<file path="config.mk">
export PLATFORM = sky130hd
export DESIGN_NAME = keypad_input_top
export DESIGN_NICKNAME = d
export VERILOG_FILES = /design/src/design/keypad_pkg.sv /design/src/design/cpu_io_pkg.sv /design/src/design/keypad_scanner.sv /design/src/design/key_fifo.sv /design/src/design/input_unit.sv /design/src/design/keypad_input_top.sv
export SDC_FILE = /design/constraint.sdc
export NUM_CORES = 1
export LEC_CHECK = 0
export BUFFER_PORTS_ARGS = -buffer_cell sky130_fd_sc_hd__buf_2
export CAP_MARGIN = 0
export CORE_ASPECT_RATIO = 0.7
export CORE_MARGIN = 10
export CORE_UTILIZATION = 43
export DETAILED_ROUTE_END_ITERATION = 7
export PLACE_DENSITY = 0.56
export SLEW_MARGIN = 20
export SYNTH_ARGS = -nofsm -noshare
export SYNTH_HDL_FRONTEND = slang
export SYNTH_SLANG_ARGS = --single-unit
</file>
<file path="constraint.sdc">
create_clock -name clk -period 12.3 [get_ports clk]
set_input_delay 2.46 -clock clk [delete_from_list [all_inputs] [get_ports clk]]
set_output_delay 2.46 -clock clk [all_outputs]
set_load 0.01 [all_outputs]
</file>
<file path="src/design/keypad_pkg.sv">
package keypad_pkg;

    // one key position on the 4x4 matrix, both nibbles active low
    typedef struct packed {
        logic [3:0] row;                                // low bit marks the pressed row
        logic [3:0] col;                                // low bit marks the driven column
    } key_coord_t;

    // single-cycle event from the scanner
    typedef struct packed {
        logic       valid;                              // one clock per debounced press
        key_coord_t coord;
    } key_event_t;

    // keypad layout
    //   row 0 : 1 2 3 A
    //   row 1 : 4 5 6 B
    //   row 2 : 7 8 9 C
    //   row 3 : * 0 # D
    localparam key_coord_t KEY_0         = 8'b0111_1101;
    localparam key_coord_t KEY_1         = 8'b1110_1110;
    localparam key_coord_t KEY_2         = 8'b1110_1101;
    localparam key_coord_t KEY_3         = 8'b1110_1011;
    localparam key_coord_t KEY_4         = 8'b1101_1110;
    localparam key_coord_t KEY_5         = 8'b1101_1101;
    localparam key_coord_t KEY_6         = 8'b1101_1011;
    localparam key_coord_t KEY_7         = 8'b1011_1110;
    localparam key_coord_t KEY_8         = 8'b1011_1101;
    localparam key_coord_t KEY_9         = 8'b1011_1011;

    localparam key_coord_t KEY_BACKSPACE = 8'b0111_1110; // "*" drops the last digit
    localparam key_coord_t KEY_ENTER     = 8'b0111_1011; // "#" completes the number
    localparam key_coord_t KEY_PAUSE     = 8'b1110_0111; // "A" pause or resume the cpu
    localparam key_coord_t KEY_TOGGLE    = 8'b1101_0111; // "B" keypad or switches
    localparam key_coord_t KEY_C         = 8'b1011_0111; // spare
    localparam key_coord_t KEY_D         = 8'b0111_0111; // spare

endpackage

</file>
<file path="src/design/cpu_io_pkg.sv">
package cpu_io_pkg;

    // where the next number for the cpu comes from
    typedef enum logic [1:0] {
        BLOCK  = 2'b00,                                 // waiting for the data memory to ask
        SWITCH = 2'b01,                                 // value taken from the toggle switches
        KEYPAD = 2'b10,                                 // digits typed on the keypad
        HALT   = 2'b11                                  // cpu held until resumed
    } input_mode_t;

    // flags handed to the hazard logic and the display
    typedef struct packed {
        logic input_complete;                           // number is ready in input_data
        logic switch_enable;                            // switches are the active source
        logic cpu_pause;                                // cpu must stall
    } input_status_t;

endpackage

</file>
<file path="src/design/keypad_scanner.sv">
`timescale 1ns/100ps

module keypad_scanner import keypad_pkg::*; #(
    parameter int SCAN_CYCLES    = 16,
    parameter int DEBOUNCE_SCANS = 3
) (
    input  logic       clk,
    input  logic       rst_n,
    input  logic [3:0] rows,
    output logic [3:0] cols,
    output key_event_t key_event
);

    localparam int CYC_W   = (SCAN_CYCLES > 1) ? $clog2(SCAN_CYCLES) : 1;
    localparam int AGREE_W = $clog2(DEBOUNCE_SCANS + 1);

    logic [3:0]         rows_meta;
    logic [3:0]         rows_sync;
    logic [CYC_W-1:0]   cyc_cnt;
    logic               sample;
    logic               scan_end;
    logic [2:0]         row_hits;
    logic [2:0]         keys_sum;
    logic [1:0]         scan_keys;
    logic [1:0]         scan_keys_next;
    key_coord_t         scan_coord;
    key_coord_t         scan_coord_next;
    key_coord_t         candidate;
    logic [AGREE_W-1:0] agree_cnt;
    logic [AGREE_W-1:0] agree_next;
    logic               released;
    logic               emit;
    logic               event_valid;
    key_coord_t         event_coord;

    assign sample   = (cols != 4'hf) && (cyc_cnt == CYC_W'(SCAN_CYCLES - 1));
    assign scan_end = sample && (cols == 4'b0111);      // last column of the sweep

    always_comb begin
        row_hits = '0;
        for (int i = 0; i < 4; i++) begin
            row_hits = row_hits + {2'b00, ~rows_sync[i]};
        end
        keys_sum       = {1'b0, scan_keys} + row_hits;
        scan_keys_next = (keys_sum > 3'd2) ? 2'd2 : keys_sum[1:0]; // 2 means several keys
        scan_coord_next = (row_hits == 3'd1) ? '{row: rows_sync, col: cols} : scan_coord;

        if (agree_cnt != '0 && scan_coord_next == candidate) begin
            agree_next = (agree_cnt == AGREE_W'(DEBOUNCE_SCANS)) ? agree_cnt : agree_cnt + 1'b1;
        end else begin
            agree_next = AGREE_W'(1);                   // new candidate starts its count
        end

        emit = scan_end && (scan_keys_next == 2'd1) && released &&
               (agree_next == AGREE_W'(DEBOUNCE_SCANS));
    end

    always_ff @(posedge clk or negedge rst_n) begin
        if (!rst_n) begin
            rows_meta   <= 4'hf;
            rows_sync   <= 4'hf;
            cols        <= 4'hf;                        // idle, nothing driven
            cyc_cnt     <= '0;
            scan_keys   <= '0;
            agree_cnt   <= '0;
            released    <= 1'b1;
            event_valid <= 1'b0;
        end else begin
            rows_meta   <= rows;                        // rows come straight from the pins
            rows_sync   <= rows_meta;
            event_valid <= emit;

            if (cols == 4'hf) begin
                cols <= 4'b1110;                        // first sweep after reset
            end else if (sample) begin
                cols    <= {cols[2:0], cols[3]};
                cyc_cnt <= '0;
            end else begin
                cyc_cnt <= cyc_cnt + 1'b1;
            end

            if (sample) begin
                scan_keys <= scan_end ? 2'd0 : scan_keys_next;
            end

            if (scan_end) begin
                agree_cnt <= (scan_keys_next == 2'd1) ? agree_next : '0;
                if (scan_keys_next == 2'd0) begin
                    released <= 1'b1;                   // clean scan rearms the next press
                end else if (emit) begin
                    released <= 1'b0;
                end
            end
        end
    end

    always_ff @(posedge clk) begin
        if (sample) begin
            scan_coord <= scan_coord_next;
        end
        if (scan_end && scan_keys_next == 2'd1) begin
            candidate <= scan_coord_next;
        end
        if (emit) begin
            event_coord <= scan_coord_next;
        end
    end

    assign key_event = '{valid: event_valid, coord: event_coord};

    // a held key must never repeat on back-to-back clocks
    assert property (@(posedge clk) disable iff (!rst_n)
        key_event.valid |=> !key_event.valid);

endmodule

</file>
<file path="src/design/key_fifo.sv">
`timescale 1ns/100ps

module key_fifo import keypad_pkg::*; #(
    parameter int FIFO_DEPTH = 4
) (
    input  logic       clk,
    input  logic       rst_n,
    input  key_event_t key_event,
    input  logic       pop,
    output logic       not_empty,
    output key_coord_t head
);

    localparam int PTR_W = (FIFO_DEPTH > 1) ? $clog2(FIFO_DEPTH) : 1;
    localparam int CNT_W = $clog2(FIFO_DEPTH + 1);

    key_coord_t       mem [FIFO_DEPTH];
    logic [PTR_W-1:0] rd_ptr;
    logic [PTR_W-1:0] wr_ptr;
    logic [CNT_W-1:0] count;
    logic             full;
    logic             do_push;
    logic             do_pop;

    assign full      = (count == CNT_W'(FIFO_DEPTH));
    assign not_empty = (count != '0);
    assign do_pop    = pop && not_empty;
    assign do_push   = key_event.valid && (!full || do_pop); // full without pop drops the event
    assign head      = mem[rd_ptr];

    always_ff @(posedge clk or negedge rst_n) begin
        if (!rst_n) begin
            rd_ptr <= '0;
            wr_ptr <= '0;
            count  <= '0;
        end else begin
            if (do_push) begin
                wr_ptr <= (wr_ptr == PTR_W'(FIFO_DEPTH - 1)) ? '0 : wr_ptr + 1'b1;
            end
            if (do_pop) begin
                rd_ptr <= (rd_ptr == PTR_W'(FIFO_DEPTH - 1)) ? '0 : rd_ptr + 1'b1;
            end
            case ({do_push, do_pop})
                2'b10:   count <= count + 1'b1;
                2'b01:   count <= count - 1'b1;
                default: count <= count;                // both or neither
            endcase
        end
    end

    always_ff @(posedge clk) begin
        if (do_push) begin
            mem[wr_ptr] <= key_event.coord;
        end
    end

    // the input unit must only pop what it can see
    assert property (@(posedge clk) disable iff (!rst_n)
        pop |-> not_empty);

    assert property (@(posedge clk) disable iff (!rst_n)
        count <= CNT_W'(FIFO_DEPTH));

endmodule

</file>
<file path="src/design/input_unit.sv">
`timescale 1ns/100ps

module input_unit import keypad_pkg::*, cpu_io_pkg::*; #(
    parameter int DATA_WIDTH = 32,
    parameter int SWITCH_CNT = 16,
    parameter int MAX_DIGITS = 8
) (
    input  logic                  clk,
    input  logic                  rst_n,
    input  logic                  not_empty,        // a key event waits at the fifo head
    input  key_coord_t            head,
    output logic                  pop,
    input  logic [SWITCH_CNT-1:0] switch_map,       // toggle switches, unsynced
    input  logic                  input_enable,     // data memory wants a number
    input  logic                  uart_complete,    // program upload finished
    output logic [DATA_WIDTH-1:0] input_data,
    output input_status_t         status
);

    localparam int CNT_W = $clog2(MAX_DIGITS + 1);

    input_mode_t           mode;
    logic [DATA_WIDTH-1:0] keypad_data;
    logic [CNT_W-1:0]      digit_cnt;
    logic [4:0]            digit_info;
    logic                  is_digit;
    logic [3:0]            digit;

    // returns {is_digit, value}
    function automatic logic [4:0] decode_digit(key_coord_t key);
        case (key)
            KEY_0:   return {1'b1, 4'd0};
            KEY_1:   return {1'b1, 4'd1};
            KEY_2:   return {1'b1, 4'd2};
            KEY_3:   return {1'b1, 4'd3};
            KEY_4:   return {1'b1, 4'd4};
            KEY_5:   return {1'b1, 4'd5};
            KEY_6:   return {1'b1, 4'd6};
            KEY_7:   return {1'b1, 4'd7};
            KEY_8:   return {1'b1, 4'd8};
            KEY_9:   return {1'b1, 4'd9};
            default: return 5'd0;
        endcase
    endfunction

    assign digit_info = decode_digit(head);
    assign is_digit   = digit_info[4];
    assign digit      = digit_info[3:0];
    assign pop        = not_empty;                  // every event is consumed, used or not

    assign input_data = status.switch_enable ? DATA_WIDTH'(switch_map) : keypad_data;

    always_ff @(posedge clk or negedge rst_n) begin
        if (!rst_n) begin
            mode        <= BLOCK;
            keypad_data <= '0;
            digit_cnt   <= '0;
            status      <= '0;
        end else begin
            case (mode)
                BLOCK: begin
                    if (not_empty && head == KEY_PAUSE) begin
                        mode             <= HALT;
                        status.cpu_pause <= 1'b1;
                    end else if (input_enable) begin
                        mode                  <= KEYPAD;
                        keypad_data           <= '0;
                        digit_cnt             <= '0;
                        status.input_complete <= 1'b0;
                    end
                end

                KEYPAD: begin
                    if (!input_enable) begin
                        mode <= BLOCK;                  // request withdrawn
                    end else if (not_empty) begin
                        if (is_digit) begin
                            if (digit_cnt < CNT_W'(MAX_DIGITS)) begin
                                keypad_data <= keypad_data * DATA_WIDTH'(10) + DATA_WIDTH'(digit);
                                digit_cnt   <= digit_cnt + 1'b1;
                            end
                        end else begin
                            case (head)
                                KEY_BACKSPACE: begin
                                    if (digit_cnt != '0) begin
                                        keypad_data <= keypad_data / DATA_WIDTH'(10);
                                        digit_cnt   <= digit_cnt - 1'b1;
                                    end
                                end
                                KEY_ENTER: begin
                                    mode                  <= BLOCK;
                                    status.input_complete <= 1'b1;
                                end
                                KEY_PAUSE: begin
                                    mode                  <= HALT;
                                    status.input_complete <= 1'b1;
                                    status.cpu_pause      <= 1'b1;
                                end
                                KEY_TOGGLE: begin
                                    mode                 <= SWITCH;
                                    status.switch_enable <= 1'b1;
                                end
                                default: ;                  // C and D do nothing here
                            endcase
                        end
                    end
                end

                SWITCH: begin
                    if (not_empty) begin
                        case (head)
                            KEY_TOGGLE: begin
                                mode                 <= KEYPAD;
                                status.switch_enable <= 1'b0;
                            end
                            KEY_ENTER: begin
                                mode                  <= BLOCK;
                                status.input_complete <= 1'b1;
                            end
                            KEY_PAUSE: begin
                                mode                  <= HALT;
                                status.input_complete <= 1'b1;
                                status.cpu_pause      <= 1'b1;
                            end
                            default: ;
                        endcase
                    end
                end

                HALT: begin
                    // resume only once the upload is done
                    if (not_empty && head == KEY_PAUSE && uart_complete) begin
                        mode             <= BLOCK;
                        status.cpu_pause <= 1'b0;
                    end
                end

                default: mode <= BLOCK;
            endcase
        end
    end

    // pause flag tracks the HALT mode from the edge that enters it
    assert property (@(posedge clk) disable iff (!rst_n)
        status.cpu_pause == (mode == HALT));

    assert property (@(posedge clk) disable iff (!rst_n)
        digit_cnt <= CNT_W'(MAX_DIGITS));

endmodule

</file>
<file path="src/design/keypad_input_top.sv">
`timescale 1ns/100ps

module keypad_input_top import keypad_pkg::*, cpu_io_pkg::*; #(
    parameter int DATA_WIDTH     = 32,
    parameter int SWITCH_CNT     = 16,
    parameter int MAX_DIGITS     = 8,               // eight decimal digits fit in 32 bits
    parameter int FIFO_DEPTH     = 4,
    parameter int SCAN_CYCLES    = 16,
    parameter int DEBOUNCE_SCANS = 3
) (
    input  logic                  clk,
    input  logic                  rst_n,
    input  logic [3:0]            rows,
    output logic [3:0]            cols,
    input  logic [SWITCH_CNT-1:0] switch_map,
    input  logic                  input_enable,
    input  logic                  uart_complete,
    output logic [DATA_WIDTH-1:0] input_data,
    output input_status_t         status
);

    key_event_t key_event;
    logic       pop;
    logic       not_empty;
    key_coord_t head;

    keypad_scanner #(
        .SCAN_CYCLES   (SCAN_CYCLES),
        .DEBOUNCE_SCANS(DEBOUNCE_SCANS)
    ) u_scanner (
        .clk      (clk),
        .rst_n    (rst_n),
        .rows     (rows),
        .cols     (cols),
        .key_event(key_event)
    );

    key_fifo #(
        .FIFO_DEPTH(FIFO_DEPTH)
    ) u_fifo (
        .clk      (clk),
        .rst_n    (rst_n),
        .key_event(key_event),
        .pop      (pop),
        .not_empty(not_empty),
        .head     (head)
    );

    input_unit #(
        .DATA_WIDTH(DATA_WIDTH),
        .SWITCH_CNT(SWITCH_CNT),
        .MAX_DIGITS(MAX_DIGITS)
    ) u_input (
        .clk          (clk),
        .rst_n        (rst_n),
        .not_empty    (not_empty),
        .head         (head),
        .pop          (pop),
        .switch_map   (switch_map),
        .input_enable (input_enable),
        .uart_complete(uart_complete),
        .input_data   (input_data),
        .status       (status)
    );

endmodule

</file>
==> metrics.txt <==
status=finished clean; largest net degree at the start of global routing=71; EDFF count, synth=56; full die area=around 39000 um2; Mapped Area=about 14000 um2; PwrDens=66.4 nW/um2; Rel. slew slack=33.9%; Cell variety after synth=around 140; Top Usage Layer GRT=met1; final period utilization=93.3%; Setup Skew=approximately 0.017 ns; Clock Latency Late Sink=~0.43 ns; share of layout cells above drive strength 1=15.1%; critical path class=register to register; max-slew violation count=0; cell taking the most area after synthesis=edfxtp_1; Crit path required time=roughly 13 ns; Clock Sinks=roughly 130; Synth Register Bits=roughly 130; maximum vdd drop=approximately 94 uV; Main synth FF type=dfrtp_1; worst hold path type=register to register; Reg clk slew, reported paths=around 0.060 ns; DRT Wirelength=~37 mm; xor/xnor share of the synthesized area=5.87%; P_leak=5.71 nW; post-placement cell area=roughly 14000 um2; vias per cell=6.25; DRT Pass-1 Iters=5; maximum clock path buffer count=2; n_diodes=0; YS warnings=0; Final ANT Viol Nets=0; area share of fa/ha/maj cells after synthesis=under 10%; initial detailed-routing violation count=about 1200; starting density of the core=43.6%; Placeable Area=slightly above 30000 um2; Die Y=roughly 170 um; GRT met1 Usage=between 20 and 30%; top post-synthesis cells by area=edfxtp_1 (12%), dfrtp_1 (10%), ha_1 (6.7%); Synth Area in Compound Gates=between 20% and 30%; initial antenna violation count=0; Num CTS Buffers=17; CP max FO=33; Layout Cell Area excl Fill=between 10000 and 15000 um2; Final Critical Period=between 10 and 15 ns; final hold violation count=0; CTS tree=yes; # DRC=0; I/O Buffers=62; syn_area_per_cell=8.43 um2; critical path startpoint category=register; Total Neg Setup Slack=0 ns; Post-Syn Nets=approximately 1700; first-pass GRT wire length=around 61 mm; simple-gate share of the synthesized area=approximately a fifth; CP peak stage delay=approximately 0.63 ns; largest family of logic cells by synthesized area=compound AO/OA/AOI/OAI gates; unrepaired setup endpoints after global routing=false; vias in the first global route=~12000; CP max-delay cell=dfrtp_2; Tot GR Track Use=between 10% and 20%; met2 GRT Util=a little over a quarter; Area Growth Syn to Fin=7.88%; f_max=between 80 and 90 MHz; gr ovfl total=0; Final setup viols=0; crit-path leading delay family=compound AO/OA/AOI/OAI gates; Rows=54; nets=about 1700; DR vias=roughly 13000; top cell type's share of synthesized area=between 10 and 15%; H-tree Lvls=4; worst path bufs/invs=1; actual slew at the worst max-slew pin=roughly 0.99 ns; CP dominant cell by count=nand2_1; chip width=roughly 230 um; hpwl dp=~27 mm; sequential area share after synthesis=25.4%; Mapped Cells=about 1600; Max-cap violations=0; mux cell area share after synthesis=about 4.7%; CP Data Arrival Time=roughly 12 ns; Root Driver=clkbuf_16; placer congestion estimate=about 0.89; IO Pins=63; drt wl/cell=~18 um; CP Capture Type=register; GR Util met3=under 10%; ys async rst share=55.6%
-- registers in the layout (all words and copies together) (netlist names), 3 cells and up --
signal and count:
u_fifo.mem 32, u_input.keypad_data 32, u_scanner.candidate 8, u_scanner.key_event 8, u_scanner.scan_coord 8, u_input.digit_cnt 4
u_scanner.cols 4, u_scanner.cyc_cnt 4, u_scanner.rows_meta 4, u_scanner.rows_sync 4, u_fifo.count 3, u_input.status 3
-- worst reg2reg max path, delay by kind of cell (launching register included) --
family	cells	cell delay [ns]
AO/OA/AOI/OAI	26	7.34
buffers and inverters	1	0.26
XOR/XNOR	1	0.38
AND/OR/NAND/NOR	8	2.55
flip-flops	1	0.63
multiplexers	1	0.22
-- cell type report --
cell class	count	area, um2
fill	3041	16500
multi-input combinational	1294	9340
sequential	126	3460
tap	420	526
timing repair buffer	84	478
clock buffer	17	425
inverter	78	293
clock inverter	15	141
-- power breakdown --
part           leakage [nW]  internal, mW  switching [mW]
registers              1.38         0.445         0.00214
clock network         0.281         0.269           0.216
logic                  4.05        0.0171          0.0244
-- what timing repair did --
| item | 4_1_cts | 5_1_grt |
|---|---|---|
| setup buffers | 0 | 2 |
| gates resized for setup | 0 | 14 |
| hold buffers | 0 | 0 |
| setup endpoints to repair | 0 | 4 |
-- placed cells by master (no fill, tap or decap), drive strengths merged, types with 17 or more instances in the layout --
cell,count
and2,20
o21ai,113
o21bai,19
inv,84
xor2,34
and3,18
nand3,47
buf,84
nand4,25
a21oi,91
or3,19
dfrtp,57
mux2,21
mux2i,19
o211ai,22
nand2,153
ha,73
xnor2,52
clkbuf,17
a31oi,34
nor3,53
a211oi,23
nor2,109
edfxtp,56
a21o,19
-- Yosys cell counts, types with 10 or more instances --
library cell  count
dfrtp_1          57
and2_1           20
and3_1           18
a311oi_1         10
ha_1             73
dfstp_2          13
mux2i_1          18
mux2_2           18
a211oi_1         21
nand4_1          25
o21ai_0          94
edfxtp_1         56
buf_4            10
inv_1            71
a31oi_1          30
a21o_1           19
xor2_1           33
o21bai_1         18
o2111ai_1        10
buf_6            10
o31a_1           12
o22ai_1          11
nand2b_1         12
nor2b_1          11
nand3_1          46
clkbuf_1         67
nand2_1         152
o21ai_1          16
nor3_1           49
o221ai_1         10
nor2_1          108
xnor2_1          50
or3_1            18
a22oi_1          12
buf_2            20
o211ai_1         19
a21oi_1          88
-- cells by family (layout without fill, tap and decap cells) --
family,after synthesis,count (layout)
fa+ha+maj,82,82
simple gates,534,534
xor+xnor,87,87
buf+inv,192,194
flops,126,126
compound gates,542,542
mux,49,49
-- layer usage --
| metal | vias up | part of all wire (%) |
|---|---|---|
| met3 | 30 | 6.1 |
| met2 | 385 | 42 |
| met4 | 0 | 0.88 |
| met1 | 6149 | 51 |
| met5 | - | 0 |
| li1 | 6146 | - |
-- path summary, 6_finish.rpt --
path | slack [ns] | start | cells past startpoint | to
worst min register to register | 0.35 | u_scanner.rows_meta[1] | 0 | u_scanner.rows_sync[1]
min in group asynchronous | 2.16 | rst_n | 1 | u_scanner.cyc_cnt[1]
max in group asynchronous | 9.45 | rst_n | 1 | u_input.keypad_data[30]
worst min-delay path | 0.35 | u_scanner.rows_meta[1] | 0 | u_scanner.rows_sync[1]
worst max-delay path | 0.82 | u_input.keypad_data[27] | 37 | u_input.keypad_data[1]
worst max register to register | 0.82 | u_input.keypad_data[27] | 37 | u_input.keypad_data[1]
-- metrics by stage --
step	utilization [%]	power [mW]	std cells	hold slack [ns]	setup WS, ns
after floorplan	-	0.481	1612	0.345	2.77
after global placement	45.0	0.496	2000	0.346	0.317
after detailed placement	45.0	0.497	2000	0.347	0.117
after CTS	46.9	0.985	2032	0.357	0.112
after global routing	47.1	1.01	2034	0.363	0.0521
final	47.1	0.974	2034	0.355	0.819
Power figures use the tool's default switching activity.
